**src/intc_config.svh**
```systemverilog
`ifndef INTC_CONFIG_SVH
`define INTC_CONFIG_SVH

// number of interrupt sources, index 0 is the most urgent
`define INTC_NUM_SRC 63

// vector index width, wide enough for the idle code
`define INTC_VEC_W 6

// vector value when no handler is active
`define INTC_IDLE_VEC 63

// upper sources that get a live may-interrupt flag
`define INTC_UPPER_BASE 32
`define INTC_UPPER_W 31

`endif

```
**src/intc_pkg.sv**
```systemverilog
package intc_pkg;

    `include "intc_config.svh"

    // one bit per source
    // used for requests, enables, in-service state and masks
    typedef logic [`INTC_NUM_SRC-1:0] src_vec_t;

    // index of an interrupt source, or the idle code
    typedef logic [`INTC_VEC_W-1:0] vec_id_t;

    // may-interrupt flags for sources 32 and up
    typedef logic [`INTC_UPPER_W-1:0] upper_en_t;

endpackage

```
**src/intc_priority_resolve.sv**
```systemverilog
`timescale 1ns/1ps

`include "intc_config.svh"

module intc_priority_resolve (
    input  intc_pkg::src_vec_t  set_i,
    input  intc_pkg::src_vec_t  en_i,
    input  intc_pkg::src_vec_t  in_service_i,
    input  logic                iret_i,
    output intc_pkg::src_vec_t  admit_o,
    output intc_pkg::src_vec_t  clear_o,
    output intc_pkg::upper_en_t upper_en_o
);

    import intc_pkg::*;

    // bit i: something below i is requesting or in service
    src_vec_t req_below;
    // bit i: something below i is in service
    src_vec_t isr_below;
    src_vec_t admit;
    src_vec_t lowest_isr;

    // prefix-OR chains, walked from index 0 upward
    always_comb begin
        logic acc_req;
        logic acc_isr;

        acc_req = 1'b0;
        acc_isr = 1'b0;
        for (int i = 0; i < `INTC_NUM_SRC; i++) begin
            req_below[i] = acc_req;
            isr_below[i] = acc_isr;
            acc_req      = acc_req | set_i[i] | in_service_i[i];
            acc_isr      = acc_isr | in_service_i[i];
        end
    end

    // a lower request blocks even if its own enable is low
    assign admit = set_i & en_i & ~req_below;

    // first in-service bit from the bottom is the running handler
    assign lowest_isr = in_service_i & ~isr_below;

    assign admit_o = admit;
    assign clear_o = iret_i ? lowest_isr : '0;

    // upper sources may interrupt when nothing at or below them is busy
    always_comb begin
        for (int k = 0; k < `INTC_UPPER_W; k++) begin
            upper_en_o[k] = ~(req_below[`INTC_UPPER_BASE+k]
                              | in_service_i[`INTC_UPPER_BASE+k]);
        end
    end

endmodule

```
**src/intc_service_bits.sv**
```systemverilog
`timescale 1ns/1ps

`include "intc_config.svh"

module intc_service_bits (
    input  logic               clk,
    input  logic               rst_n,
    input  intc_pkg::src_vec_t admit_i,
    input  intc_pkg::src_vec_t clear_i,
    output intc_pkg::src_vec_t in_service_o
);

    import intc_pkg::*;

    src_vec_t in_service_q;

    // one flop per source
    // iret clear has priority over a new admission
    always_ff @(posedge clk or negedge rst_n) begin
        if (!rst_n) begin
            in_service_q <= '0;
        end else begin
            for (int i = 0; i < `INTC_NUM_SRC; i++) begin
                if (clear_i[i]) begin
                    in_service_q[i] <= 1'b0;
                end else if (admit_i[i]) begin
                    in_service_q[i] <= 1'b1;
                end
            end
        end
    end

    assign in_service_o = in_service_q;

    // iret only ever retires one handler
    assert property (@(posedge clk) disable iff (!rst_n)
        $onehot0(clear_i))
        else $error("clear mask has more than one bit set: %h", clear_i);

    // a handler only starts when it was admitted on the edge before,
    // and nothing more urgent was running at that time
    for (genvar g = 0; g < `INTC_NUM_SRC; g++) begin : g_bit_chk
        localparam src_vec_t LOWER_MASK = (src_vec_t'(1) << g) - src_vec_t'(1);

        assert property (@(posedge clk) disable iff (!rst_n)
            $rose(in_service_q[g]) |->
                $past(admit_i[g]) && (($past(in_service_q) & LOWER_MASK) == '0))
            else $error("source %0d entered service without admission", g);
    end

endmodule

```
**src/intc_top.sv**
```systemverilog
`timescale 1ns/1ps

module intc_top (
    input  logic                clk,
    input  logic                rst_n,
    input  logic                iret_i,
    input  intc_pkg::src_vec_t  set_i,
    input  intc_pkg::src_vec_t  en_i,
    output intc_pkg::vec_id_t   vector_o,
    output intc_pkg::upper_en_t upper_en_o
);

    import intc_pkg::*;

    // resolver to service bits
    src_vec_t admit;
    src_vec_t clear;

    // service bits back to resolver and vector register
    src_vec_t in_service;

    // admission, iret target and upper-source flags
    intc_priority_resolve intc_priority_resolve_inst (
        .set_i        (set_i),
        .en_i         (en_i),
        .in_service_i (in_service),
        .iret_i       (iret_i),
        .admit_o      (admit),
        .clear_o      (clear),
        .upper_en_o   (upper_en_o)
    );

    // nested handler state, one bit per source
    intc_service_bits intc_service_bits_inst (
        .clk          (clk),
        .rst_n        (rst_n),
        .admit_i      (admit),
        .clear_i      (clear),
        .in_service_o (in_service)
    );

    // active vector, one edge behind the service bits
    intc_vector_reg intc_vector_reg_inst (
        .clk          (clk),
        .rst_n        (rst_n),
        .in_service_i (in_service),
        .vector_o     (vector_o)
    );

endmodule

```
**src/intc_vector_reg.sv**
```systemverilog
`timescale 1ns/1ps

`include "intc_config.svh"

module intc_vector_reg (
    input  logic               clk,
    input  logic               rst_n,
    input  intc_pkg::src_vec_t in_service_i,
    output intc_pkg::vec_id_t  vector_o
);

    import intc_pkg::*;

    vec_id_t lowest_idx;
    vec_id_t vector_q;

    // priority encoder, lowest in-service index wins
    // scanning downward lets the last hit be the lowest
    always_comb begin
        lowest_idx = vec_id_t'(`INTC_IDLE_VEC);
        for (int i = `INTC_NUM_SRC - 1; i >= 0; i--) begin
            if (in_service_i[i]) begin
                lowest_idx = vec_id_t'(i);
            end
        end
    end

    always_ff @(posedge clk or negedge rst_n) begin
        if (!rst_n) begin
            vector_q <= vec_id_t'(`INTC_IDLE_VEC);
        end else begin
            vector_q <= lowest_idx;
        end
    end

    assign vector_o = vector_q;

endmodule

```
**config.mk**
```make
export PLATFORM = sky130hd
export DESIGN_NAME = intc_top
export DESIGN_NICKNAME = d
export VERILOG_FILES = /design/src/intc_pkg.sv /design/src/intc_priority_resolve.sv /design/src/intc_service_bits.sv /design/src/intc_top.sv /design/src/intc_vector_reg.sv
export VERILOG_INCLUDE_DIRS = /design/src
export SDC_FILE = /design/constraint.sdc
export NUM_CORES = 1
export LEC_CHECK = 0
export BUFFER_PORTS_ARGS = -buffer_cell sky130_fd_sc_hd__buf_2
export CORE_MARGIN = 5
export CORE_UTILIZATION = 53
export DETAILED_ROUTE_END_ITERATION = 8
export PLACE_DENSITY = 0.82
export SYNTH_ARGS = -nofsm -noshare
export SYNTH_HDL_FRONTEND = slang
export SYNTH_HIERARCHICAL = 1
export SYNTH_SLANG_ARGS = --single-unit
```
**constraint.sdc**
```tcl
create_clock -name clk -period 3.55 [get_ports clk]
set_clock_uncertainty 0.2 [all_clocks]
set_input_delay 0.71 -clock clk [delete_from_list [all_inputs] [get_ports clk]]
set_output_delay 0.71 -clock clk [all_outputs]
set_load 0.005 [all_outputs]
```
# Yosys cells after proc, flatten, opt, wreduce, memory -nomap -nowiden
# Cells that the tools add are included.
totals:
  ff_bits: 69
  latchBits: 0
  mem_bits_rw: 0
  mem_bits_ro: 0
  input_bits: 129
  out_inout_bits: 37
  elab_cells: 568
  n_memories: 0
op_classes:
  add_sub_neg: 0
  multipliers: 0
  div: 0
  order_cmp: 0
  n_eq_ne: 0
  n_shift: 0
  muxes: 190
  bitwise: 251
  reduce_logical: 63
ops:
  columns: ["op", "count"]
  rows:
  - ["6-bit 2-to-1 mux", 62]
  - ["1-bit bitwise OR", 215]
  - ["63-bit AND", 3]
  - ["1-bit 2-to-1 mux", 127]
  - ["63-bit inverter", 2]
  - ["2-bit nonzero test", 63]
  - ["63-bit 2-to-1 mux", 1]
  - ["1-bit inverter", 31]

# Depth between registers and ports, before layout
# Gate-level depths: netlist (run 1).
logic_depth:
  ltp_word: 127
  depth_mapped: 8
  depth_no_buf: 6

# Modules after synthesis
# Netlist (run 1), hierarchy kept.
modules_own_cells:
  columns: ["mod", "instances", "cells_each", "area_per_inst_um2", "seq_area_each_um2"]
  rows:
  - ["intc_priority_resolve", 1, 386, 2270.9, 0.0]
  - ["intc_service_bits", 1, 126, 2207.1, 1576.5]
  - ["intc_vector_reg", 1, 146, 960.9, 157.7]

# Worst setup path before layout (run 1)
# OpenSTA, ideal clock, no wires.
synth_path:
  path_kind: "input-to-output"
  from: "input set_i[32]"
  to: "output upper_en_o[15]"
  arrival_time_ps: 2467
  required_time_ps: 2640
  slack_ps: 173
  path_stages: 6
  path_buffers: 1
  path_cell_list: "or4_4 or4_4 nor4_4 nand3_2 buf_2 nor3_1"
synth_between:
  elab_chain_len: 32
synth_lines:
  columns: ["item", "line_no", "rtl"]
  rows:
  - ["start: declaration", "intc_top.sv:7", "input intc_pkg::src_vec_t set_i,"]
  - ["1-bit bitwise OR (30 in a row)", "intc_priority_resolve.sv:34", "acc_req = acc_req | set_i[i] | in_service_i[i];"]
  - ["1-bit bitwise OR", "intc_priority_resolve.sv:51", "upper_en_o[k] = ~(req_below[`INTC_UPPER_BASE+k]"]
  - ["1-bit inverter", "intc_priority_resolve.sv:51", null]
  - ["end: declaration", "intc_top.sv:10", "output intc_pkg::upper_en_t upper_en_o"]
# No other way between the ends.

# Worst setup path in the final report (run 1)
layout_path:
  from: "input set_i[32]"
  to: "output upper_en_o[30]"
layout_between:
  elab_chain_len: 62
layout_lines:
  columns: ["item", "line_no"]
  rows:
  - ["1-bit bitwise OR (60 in a row)", "intc_priority_resolve.sv:34"]
  - ["1-bit bitwise OR", "intc_priority_resolve.sv:51"]
  - ["1-bit inverter", "intc_priority_resolve.sv:51"]
# No other way between the ends.

==> results of run 1 <==
power groups by stage:
stage / Combinational (W) / Sequential (W) / Clock, W
finish: 0.000677 / 0.000947 / 0.000825
global route: 0.000744 / 0.000951 / 0.000860
CTS: 0.000644 / 0.000944 / 0.000829
detailed placement: 0.000637 / 0.000958 / 0
global placement: 0.000616 / 0.000955 / 0
floorplan: 0.000322 / 0.000966 / 0
worst max-delay path: cells and delay by family:
| family | cells | cell delay [ps] |
|---|---|---|
| buf+inv | 3 | 420 |
| simple gates | 5 | 1510 |
worst paths after layout:
path,cells after the start,end,slack [ps],start
max in group asynchronous,2,intc_service_bits_inst/in_service_o[46],1980,rst_n
worst min register to register,1,intc_service_bits_inst/in_service_o[12],400,intc_service_bits_inst/in_service_o[12]
worst max register to register,9,intc_service_bits_inst/in_service_o[50],610,intc_service_bits_inst/in_service_o[35]
worst max-delay path,8,upper_en_o[30],-10,set_i[32]
min in group clk,1,intc_service_bits_inst/in_service_o[12],400,intc_service_bits_inst/in_service_o[12]
worst min-delay path,1,intc_service_bits_inst/in_service_o[3],280,rst_n
layout make-up:
type / count / area, um2
multi-input cells: 564 / 3800
fillers: 760 / 2740
flip-flops and latches: 69 / 1740
repair buffers: 239 / 1420
well taps: 136 / 170
clock buffers: 13 / 169
clock inverters: 3 / 90.1
inverters: 16 / 60.1
flip-flops by register name, indices dropped and copies added (netlist names):
| name | flops |
|---|---|
| intc_vector_reg_inst/vector_o | 6 |
| intc_service_bits_inst/in_service_o | 63 |
per-layer routing:
layer  part of all wire  GRT usage  vias up
li1                   -          -     3021
met1               0.41      0.351     3064
met2               0.50      0.470      311
met3              0.072     0.0420       37
met4              0.022     0.0941        0
met5                  0          0        -
stage by stage:
step	setup TNS (ps)	power [W]	hold WS (ps)	area (um2)
after floorplan	0	0.00129	214	5440
after global placement	-649	0.00157	333	6920
after detailed placement	-1090	0.00160	345	6920
after CTS	-84.8	0.00242	314	7260
after global routing	-802	0.00256	369	7450
final	-23.9	0.00245	281	7450
timing repair:
action / CTS / global route
pin swaps: 2 / 4
resized for setup: 15 / 23
buffers inserted: 0 / 7
hold buffers: 0 / 0
setup endpoints to repair: 24 / 31
cell families after synthesis:
kind of cell	after synthesis	share of synthesized area
AO/OA/AOI/OAI	111	0.178
buffers and inverters	25	0.0198
flip-flops	69	0.319
AND/OR/NAND/NOR	453	0.484
cell usage after synthesis (13+ instances only):
master,instances,area (um2)
or4_1,13,97.6
inv_1,16,60.1
and3_1,33,206
nor4_1,53,332
nor2_1,96,360
nor3_1,58,290
nand2_1,41,154
and2_1,15,93.8
o21ba_1,63,631
nand4_1,17,106
dfrtp_1,63,1580
nand3_1,29,145
==> results.sh, run 1 <==
export IMPL_port_buffer_count=165
export IMPL_fp_row_count=37
export IMPL_status="finished with violations"
export IMPL_cp_start_kind="input port"
export IMPL_irDropWorstVdd_v=0.000217
export IMPL_grt_start_max_net_pins=41
export IMPL_required_ps=2640
export IMPL_io_pins=166
export IMPL_yosysWarnings=6
export IMPL_dp_slack_ps=-106
export IMPL_grt_first_pass_wirelength_um=29100
export IMPL_hold_violations=0
export IMPL_synth_ff_type="dfrtp_1"
export IMPL_drtPass1Iterations=5
export IMPL_antenna_found_initial=0
export IMPL_dieArea_um2=12400
export IMPL_gp_congestion=0.939
export IMPL_internal_power_w=0.00172
export IMPL_cts_tree="built"
export IMPL_syn_to_final_growth_pct=36.9
export IMPL_final_instance_count_excl_fill=1040
export IMPL_powerDensity_nw_per_um2=329
export IMPL_track_usage=0.273
export IMPL_fin_ws_ps=-12.9
export IMPL_antenna_left=0
export IMPL_ys_ff_latch=69
export IMPL_syn_nets=787
export IMPL_num_vias=6433
export IMPL_final_common_cell="buf_2"
export IMPL_p_clk_frac=0.337
export IMPL_mostFrequentLayoutCells="164 x buf_2, 95 x nor2_1, 69 x buf_4, 63 x o21ba_1, 60 x dfrtp_1"
export IMPL_worst_pin_slew_ps=884
export IMPL_yosysUniqueCellTypes=53
export IMPL_crit_fanout=8
export IMPL_fmax_mhz=281
export IMPL_core_um2=10200
export IMPL_clk_pin_slew_ps=70
export IMPL_p_sw_w=0.000729
export IMPL_initial_core_util=0.534
export IMPL_place_hpwl_um=13500
export IMPL_routed_wl_um=17600
export IMPL_synth_area_um2=5440
export IMPL_setup_violations=3
export IMPL_clk_insertion_delay_late_ps=340
export IMPL_fin_crit_ps=3560
export IMPL_avgSynthCellArea_um2=8.27
export IMPL_hp_class="in -> async"
export IMPL_relSlewSlack=0.410
export IMPL_cp_slowest_cell="or4_4"
export IMPL_violations="negative setup slack"
export IMPL_fin_crit_sh=1.00
export IMPL_htreeDepth=3
export IMPL_synthCells=658
export IMPL_end_kind="primary output"
export IMPL_clockBufferDepth=2
export IMPL_drtIter0Drc=512
export IMPL_post_place_cells=1017
export IMPL_die_h_um=111
export IMPL_p_sw_frac=0.298
export IMPL_power_sequential_fraction=0.386
export IMPL_die_w_um=111
export IMPL_cts_buffers=9
export IMPL_clock_sinks=69
export IMPL_combinationalPowerShare=0.277
export IMPL_grt_pass1_vias=6214
export IMPL_maxCapViolCount=0
export IMPL_leakagePower_nw=3.77
export IMPL_post_route_util=0.731
export IMPL_slowest_delay_ps=500
export IMPL_vias_per_cell=6.19
export IMPL_drive_gt1_frac=0.348
export IMPL_fin_nets=1028
export IMPL_seq_area_frac_synth=0.319
export IMPL_cp_arrival_ps=2650
export IMPL_grt_remaining_overflow=0
export IMPL_rsz0062_at_grt="yes"
export IMPL_synthArstFlopShare=1.00
export IMPL_drv_slew=0
export IMPL_synth_edff_count=0
export IMPL_crit_chain="buf_6, or4_4, or4_4, nor4_4, buf_6, nand3_4, nor4_4, buf_2"
export IMPL_avgRoutedWirePerCell_um=16.9
export IMPL_drc=0
export IMPL_diodes=0
export IMPL_cts_root_buf="clkbuf_8"
export IMPL_crit_type="in -> out"
(Power assumes the default switching activity.)
==> run 2: changes to the inputs <==
--- a/config.mk
+++ b/config.mk
@@ -11,6 +11,7 @@
 export CORE_UTILIZATION = 53
 export DETAILED_ROUTE_END_ITERATION = 8
 export PLACE_DENSITY = 0.82
+export REMOVE_ABC_BUFFERS = 1
 export SYNTH_ARGS = -nofsm -noshare
 export SYNTH_HDL_FRONTEND = slang
 export SYNTH_HIERARCHICAL = 1
==> run 2 against run 1 <==
Against the previous run:
- the run still ends with negative setup slack left
- wire length grew 1.0%
- combinational power shrank 5.0%
- fmax shrank 1.4%
- setup slack lost 51 ps
- final area shrank 0.67%
- register-to-register slack lost 60 ps
- via count shrank 0.53%
- clock power shrank 12%
- sequential share of layout area grew 0.11 points
- critical path depth grew 1
- highest routed layer unchanged
==> results.sh, run 2 (same netlist as run 1, synthesis figures left out) <==
export IMPL_setup_violations=12
export IMPL_port_buffer_count=165
export IMPL_nFillCells=774
export IMPL_cts_tree="built"
export IMPL_relSlewSlack=0.534
export IMPL_fin_crit_sh=1.02
export IMPL_violations="negative setup slack"
export IMPL_gp_congestion=0.921
export IMPL_reg2reg_from="intc_service_bits_inst/in_service_o[34]"
export IMPL_dp_slack_ps=-158
export IMPL_drc=0
export IMPL_rsz0062_at_grt="yes"
export IMPL_r2r_end="intc_service_bits_inst/in_service_o[62]"
export IMPL_mostFrequentLayoutCells="164 x buf_2, 93 x nor2_1, 63 x o21ba_1, 63 x dfrtp_1, 58 x buf_4"
export IMPL_drtPass1Iterations=5
export IMPL_power_sequential_fraction=0.409
export IMPL_powerDensity_nw_per_um2=314
export IMPL_avgRoutedWirePerCell_um=17.2
export IMPL_grt_pass1_vias=6323
export IMPL_status="finished with violations"
export IMPL_required_ps=2640
export IMPL_grt_use_met3=0.0579
export IMPL_io_pins=166
export IMPL_end_kind="primary output"
export IMPL_rrSetupSlack_ps=550
export IMPL_cp_arrival_ps=2700
export IMPL_final_common_cell="buf_2"
export IMPL_largest_reg_flops=63
export IMPL_grt_first_pass_wirelength_um=29100
export IMPL_drv_slew=0
export IMPL_reg2reg_depth=9
export IMPL_post_place_cells=1006
export IMPL_die_h_um=111
export IMPL_worst_pin_slew_ps=700
export IMPL_hp_class="in -> async"
export IMPL_fmax_mhz=277
export IMPL_final_instance_count_excl_fill=1032
export IMPL_fin_nets=1020
export IMPL_fin_ws_ps=-63.8
export IMPL_irDropWorstVdd_v=0.000192
export IMPL_die_w_um=111
export IMPL_internal_power_w=0.00158
export IMPL_clk_insertion_delay_late_ps=340
export IMPL_drtIter0Drc=496
export IMPL_crit_fanout=5
export IMPL_diodes=0
export IMPL_grt_remaining_overflow=0
export IMPL_dieArea_um2=12400
export IMPL_track_usage=0.272
export IMPL_vias_per_cell=6.20
export IMPL_use_met2=0.459
export IMPL_hold_violations=0
export IMPL_routed_wl_um=17800
export IMPL_busiest_layer="met2"
export IMPL_cts_root_buf="clkbuf_8"
export IMPL_crit_type="in -> out"
export IMPL_htreeDepth=3
export IMPL_p_sw_frac=0.318
export IMPL_combinationalPowerShare=0.277
export IMPL_grt_start_max_net_pins=42
export IMPL_leakagePower_nw=3.71
export IMPL_tns_ps=-322
export IMPL_p_clk_frac=0.314
export IMPL_clk_pin_slew_ps=80
export IMPL_p_sw_w=0.000740
export IMPL_place_hpwl_um=13300
export IMPL_postCtsHoldBufs=0
export IMPL_antenna_found_initial=0
export IMPL_syn_to_final_growth_pct=36.0
export IMPL_cp_start_kind="input port"
export IMPL_drive_gt1_frac=0.346
export IMPL_antenna_left=0
export IMPL_clockBufferDepth=2
export IMPL_cts_buffers=9
export IMPL_fin_crit_ps=3610
export IMPL_core_um2=10200
export IMPL_initial_core_util=0.534
export IMPL_grt_use_met1=0.348
export IMPL_clock_sinks=69
export IMPL_fp_row_count=37
export IMPL_num_vias=6399
export IMPL_maxCapViolCount=0
==> run 2: power groups by stage <==
stage          clock (W)  sequential, W  combinational (W)
2_1_floorplan          0       0.000966           0.000318
3_3_place_gp           0       0.000960           0.000603
3_5_place_dp           0       0.000963           0.000620
4_1_cts         0.000735       0.000948           0.000626
5_1_grt         0.000772       0.000956           0.000707
6_report        0.000730       0.000952           0.000643
==> run 2: what timing repair did <==
action,CTS,global route
setup endpoints to repair,24,27
pin swaps,4,8
gates resized for setup,14,28
gates cloned,1,0
buffers inserted,4,5
==> run 2: stage by stage <==
stage | total power, W | cell area, um2 | hold slack (ps) | util
5_1_grt | 0.00243 | 7400 | 245 | 0.726
3_5_place_dp | 0.00158 | 6850 | 343 | 0.673
4_1_cts | 0.00231 | 7200 | 213 | 0.707
6_report | 0.00232 | 7400 | 203 | 0.726
2_1_floorplan | 0.00128 | 5390 | 214 | -
3_3_place_gp | 0.00156 | 6850 | 340 | 0.673
==> run 2: worst max path at each step <==
stage,start,end,cells past startpoint
6_report,set_i[32],upper_en_o[14],9
5_1_grt,set_i[32],upper_en_o[27],9
4_1_cts,set_i[32],upper_en_o[27],9
3_5_place_dp,set_i[32],upper_en_o[14],8
3_3_place_gp,set_i[32],upper_en_o[14],8
2_1_floorplan,set_i[32],upper_en_o[23],5
==> run 2: per-layer routing <==
| metal | vias up | part of all wire |
|---|---|---|
| li1 | 3000 | - |
| met1 | 3040 | 0.41 |
| met2 | 316 | 0.49 |
| met3 | 43 | 0.074 |
| met4 | 0 | 0.023 |
| met5 | - | 0 |
==> run 2: cell type report <==
cell class / instances / area, um2 / area share
multi-input combinational: 565 / 3840 / 0.519
clock inverter: 6 / 86.3 / 0.0117
timing repair buffer: 230 / 1370 / 0.186
inverter: 16 / 60.1 / 0.00812
tap: 136 / 170 / 0.0230
sequential: 69 / 1730 / 0.234
clock buffer: 10 / 138 / 0.0186
==> run 2: critical path: stages <==
cell	delay, ps
buf_6	90
or4_4	500
or4_4	440
nor4_4	180
buf_6	180
buf_4	120
nand3_4	100
nor4b_4	230
buf_2	150
==> run 3: changes to the inputs <==
--- a/config.mk
+++ b/config.mk
@@ -10,8 +10,9 @@
 export CORE_MARGIN = 5
 export CORE_UTILIZATION = 53
 export DETAILED_ROUTE_END_ITERATION = 8
-export PLACE_DENSITY = 0.82
+export PLACE_DENSITY_LB_ADDON = 0.12
 export REMOVE_ABC_BUFFERS = 1
+export SETUP_SLACK_MARGIN = 0.4
 export SYNTH_ARGS = -nofsm -noshare
 export SYNTH_HDL_FRONTEND = slang
 export SYNTH_HIERARCHICAL = 1
==> run 3 against run 2 <==
Against the previous run:
- the run still ends with negative setup slack left
- global-route usage about the same
- clock-buffer cell count down 1
- largest cell class unchanged
- die area unchanged
==> results.sh, run 3 (same netlist as run 1, synthesis figures left out) <==
export IMPL_status="finished with violations"
export IMPL_violations="negative setup slack"
export IMPL_clockBufferDepth=2
export IMPL_powerDensity_nw_per_um2=306
export IMPL_drc=0
export IMPL_drtIter0Drc=458
export IMPL_crit_chain="buf_6, or4_4, or4_4, nor4_4, buf_6, buf_6, nand4_1, nor4_1, buf_2"
export IMPL_dp_slack_ps=-75.1
export IMPL_relSlewSlack=0.397
export IMPL_htreeDepth=3
export IMPL_cts_root_buf="clkbuf_8"
export IMPL_grt_remaining_overflow=0
export IMPL_drt_met1_wl_um=7500
export IMPL_initial_core_util=0.534
export IMPL_cp_num_buf_inv=4
export IMPL_fp_row_count=37
export IMPL_hp_class="in -> async"
export IMPL_setup_violations=3
export IMPL_top_layer="met4"
export IMPL_fmax_mhz=280
export IMPL_grt_start_max_net_pins=37
export IMPL_place_hpwl_um=13100
export IMPL_crit_type="in -> out"
export IMPL_irDropWorstVdd_v=0.000222
export IMPL_avgRoutedWirePerCell_um=17.2
export IMPL_num_vias=6507
export IMPL_diodes=0
export IMPL_leakagePower_nw=3.82
export IMPL_grt_pass1_vias=6114
export IMPL_hold_violations=0
export IMPL_cts_buffers=9
export IMPL_die_h_um=111
export IMPL_port_buffer_count=165
export IMPL_drive_gt1_frac=0.385
export IMPL_largest_reg_flops=63
export IMPL_cts_tree="built"
export IMPL_rrSetupSlack_ps=480
export IMPL_core_um2=10200
export IMPL_worst_pin_slew_ps=904
export IMPL_antenna_found_initial=0
export IMPL_dieArea_um2=12400
export IMPL_routed_wl_um=18000
export IMPL_crit_top_cell="buf_6"
export IMPL_antenna_left=0
export IMPL_mostFrequentLayoutCells="161 x buf_2, 89 x nor2_1, 67 x buf_4, 63 x o21ba_1, 55 x dfrtp_1"
export IMPL_gp_congestion=0.911
export IMPL_drtPass1Iterations=5
export IMPL_drv_slew=0
export IMPL_fin_crit_ps=3570
export IMPL_required_ps=2640
export IMPL_met3_length_um=1120
export IMPL_io_pins=166
export IMPL_cp_start_kind="input port"
export IMPL_maxCapViolCount=0
export IMPL_die_w_um=111
export IMPL_cpLargestDelayFamily="simple AND/OR/NAND/NOR gates"
export IMPL_track_usage=0.272
export IMPL_wl_met2_um=8910
export IMPL_clk_pin_slew_ps=80
export IMPL_final_common_cell="buf_2"
export IMPL_slowest_delay_ps=500
export IMPL_fin_crit_sh=1.00
export IMPL_rsz0062_at_grt="yes"
export IMPL_cp_arrival_ps=2660
export IMPL_end_kind="primary output"
export IMPL_clock_sinks=69
export IMPL_crit_fanout=3
export IMPL_grt_first_pass_wirelength_um=28700
export IMPL_vias_per_cell=6.21
export IMPL_syn_to_final_growth_pct=41.6
export IMPL_fin_nets=1035
export IMPL_fin_ws_ps=-16.0
export IMPL_clk_insertion_delay_late_ps=340
export IMPL_post_route_util=0.756
export IMPL_cp_slowest_cell="or4_4"
## run 3: cell count changes in the layout (fill, tap and decap cells not counted), sizes merged
cell    before  now
inv         16   17
clkbuf      10    9
buf        230  246
nand3       32   31
## run 3: cell type report
type                       instances  area, um2
timing repair buffer             246       1550
clock buffer                       9        124
multi-input combinational        564       3960
tap                              136        170
inverter                          16       60.1
sequential                        69       1740
clock inverter                     7       98.8
fill                             741       2480
## run 3: worst register-to-register path: cells and delay by family (launching register included)
kind / cells / cell delay (ps)
AO/OA/AOI/OAI: 1 / 210
buffers and inverters: 4 / 590
flip-flops: 1 / 400
AND/OR/NAND/NOR: 5 / 1600
## run 3: path summary, 6_finish.rpt
check / from / endpoint / depth (start not counted)
worst max-delay path: set_i[32] / upper_en_o[27] / 9
worst min-delay path: rst_n / intc_service_bits_inst/in_service_o[3] / 1
worst max register to register: intc_service_bits_inst/in_service_o[35] / intc_service_bits_inst/in_service_o[50] / 10
worst min register to register: intc_service_bits_inst/in_service_o[49] / intc_service_bits_inst/in_service_o[49] / 1
max in group asynchronous: rst_n / intc_vector_reg_inst/vector_o[0] / 2
min in group clk: intc_service_bits_inst/in_service_o[49] / intc_service_bits_inst/in_service_o[49] / 1
## run 3: power breakdown
| group | internal [W] | switching [W] | total [W] |
|---|---|---|---|
| Clock | 0.000399 | 0.000330 | 0.000729 |
| Sequential | 0.000875 | 0.0000578 | 0.000932 |
| Combinational | 0.000320 | 0.000377 | 0.000697 |
| Total | 0.00159 | 0.000764 | 0.00236 |
## run 3: timing repair
item                                    in CTS  in global routing
endpoints found under the setup margin      31                 32
cloned                                       0                  0
gates resized for setup                     54                 39
setup buffers                               12                 11
pin swaps                                   11                  6
endpoints found under the hold margin        0                  0
hold buffers                                 0                  0
## run 3: metal layers
layer / up-vias / track usage
met5: - / 0
met4: 0 / 0.0884
met3: 47 / 0.0442
met2: 271 / 0.465
met1: 3161 / 0.351
li1: 3028 / -
## run 3: stage by stage
step	setup TNS, ps	instance area [um2]	hold WS [ps]	power (W)	std cells
after floorplan	0	5390	214	0.00128	649
after global placement	-164	6850	339	0.00158	1008
after detailed placement	-603	6850	365	0.00160	1008
after CTS	-25.5	7430	304	0.00235	1036
after global routing	-684	7700	343	0.00248	1047
final	-28.6	7700	293	0.00236	1047
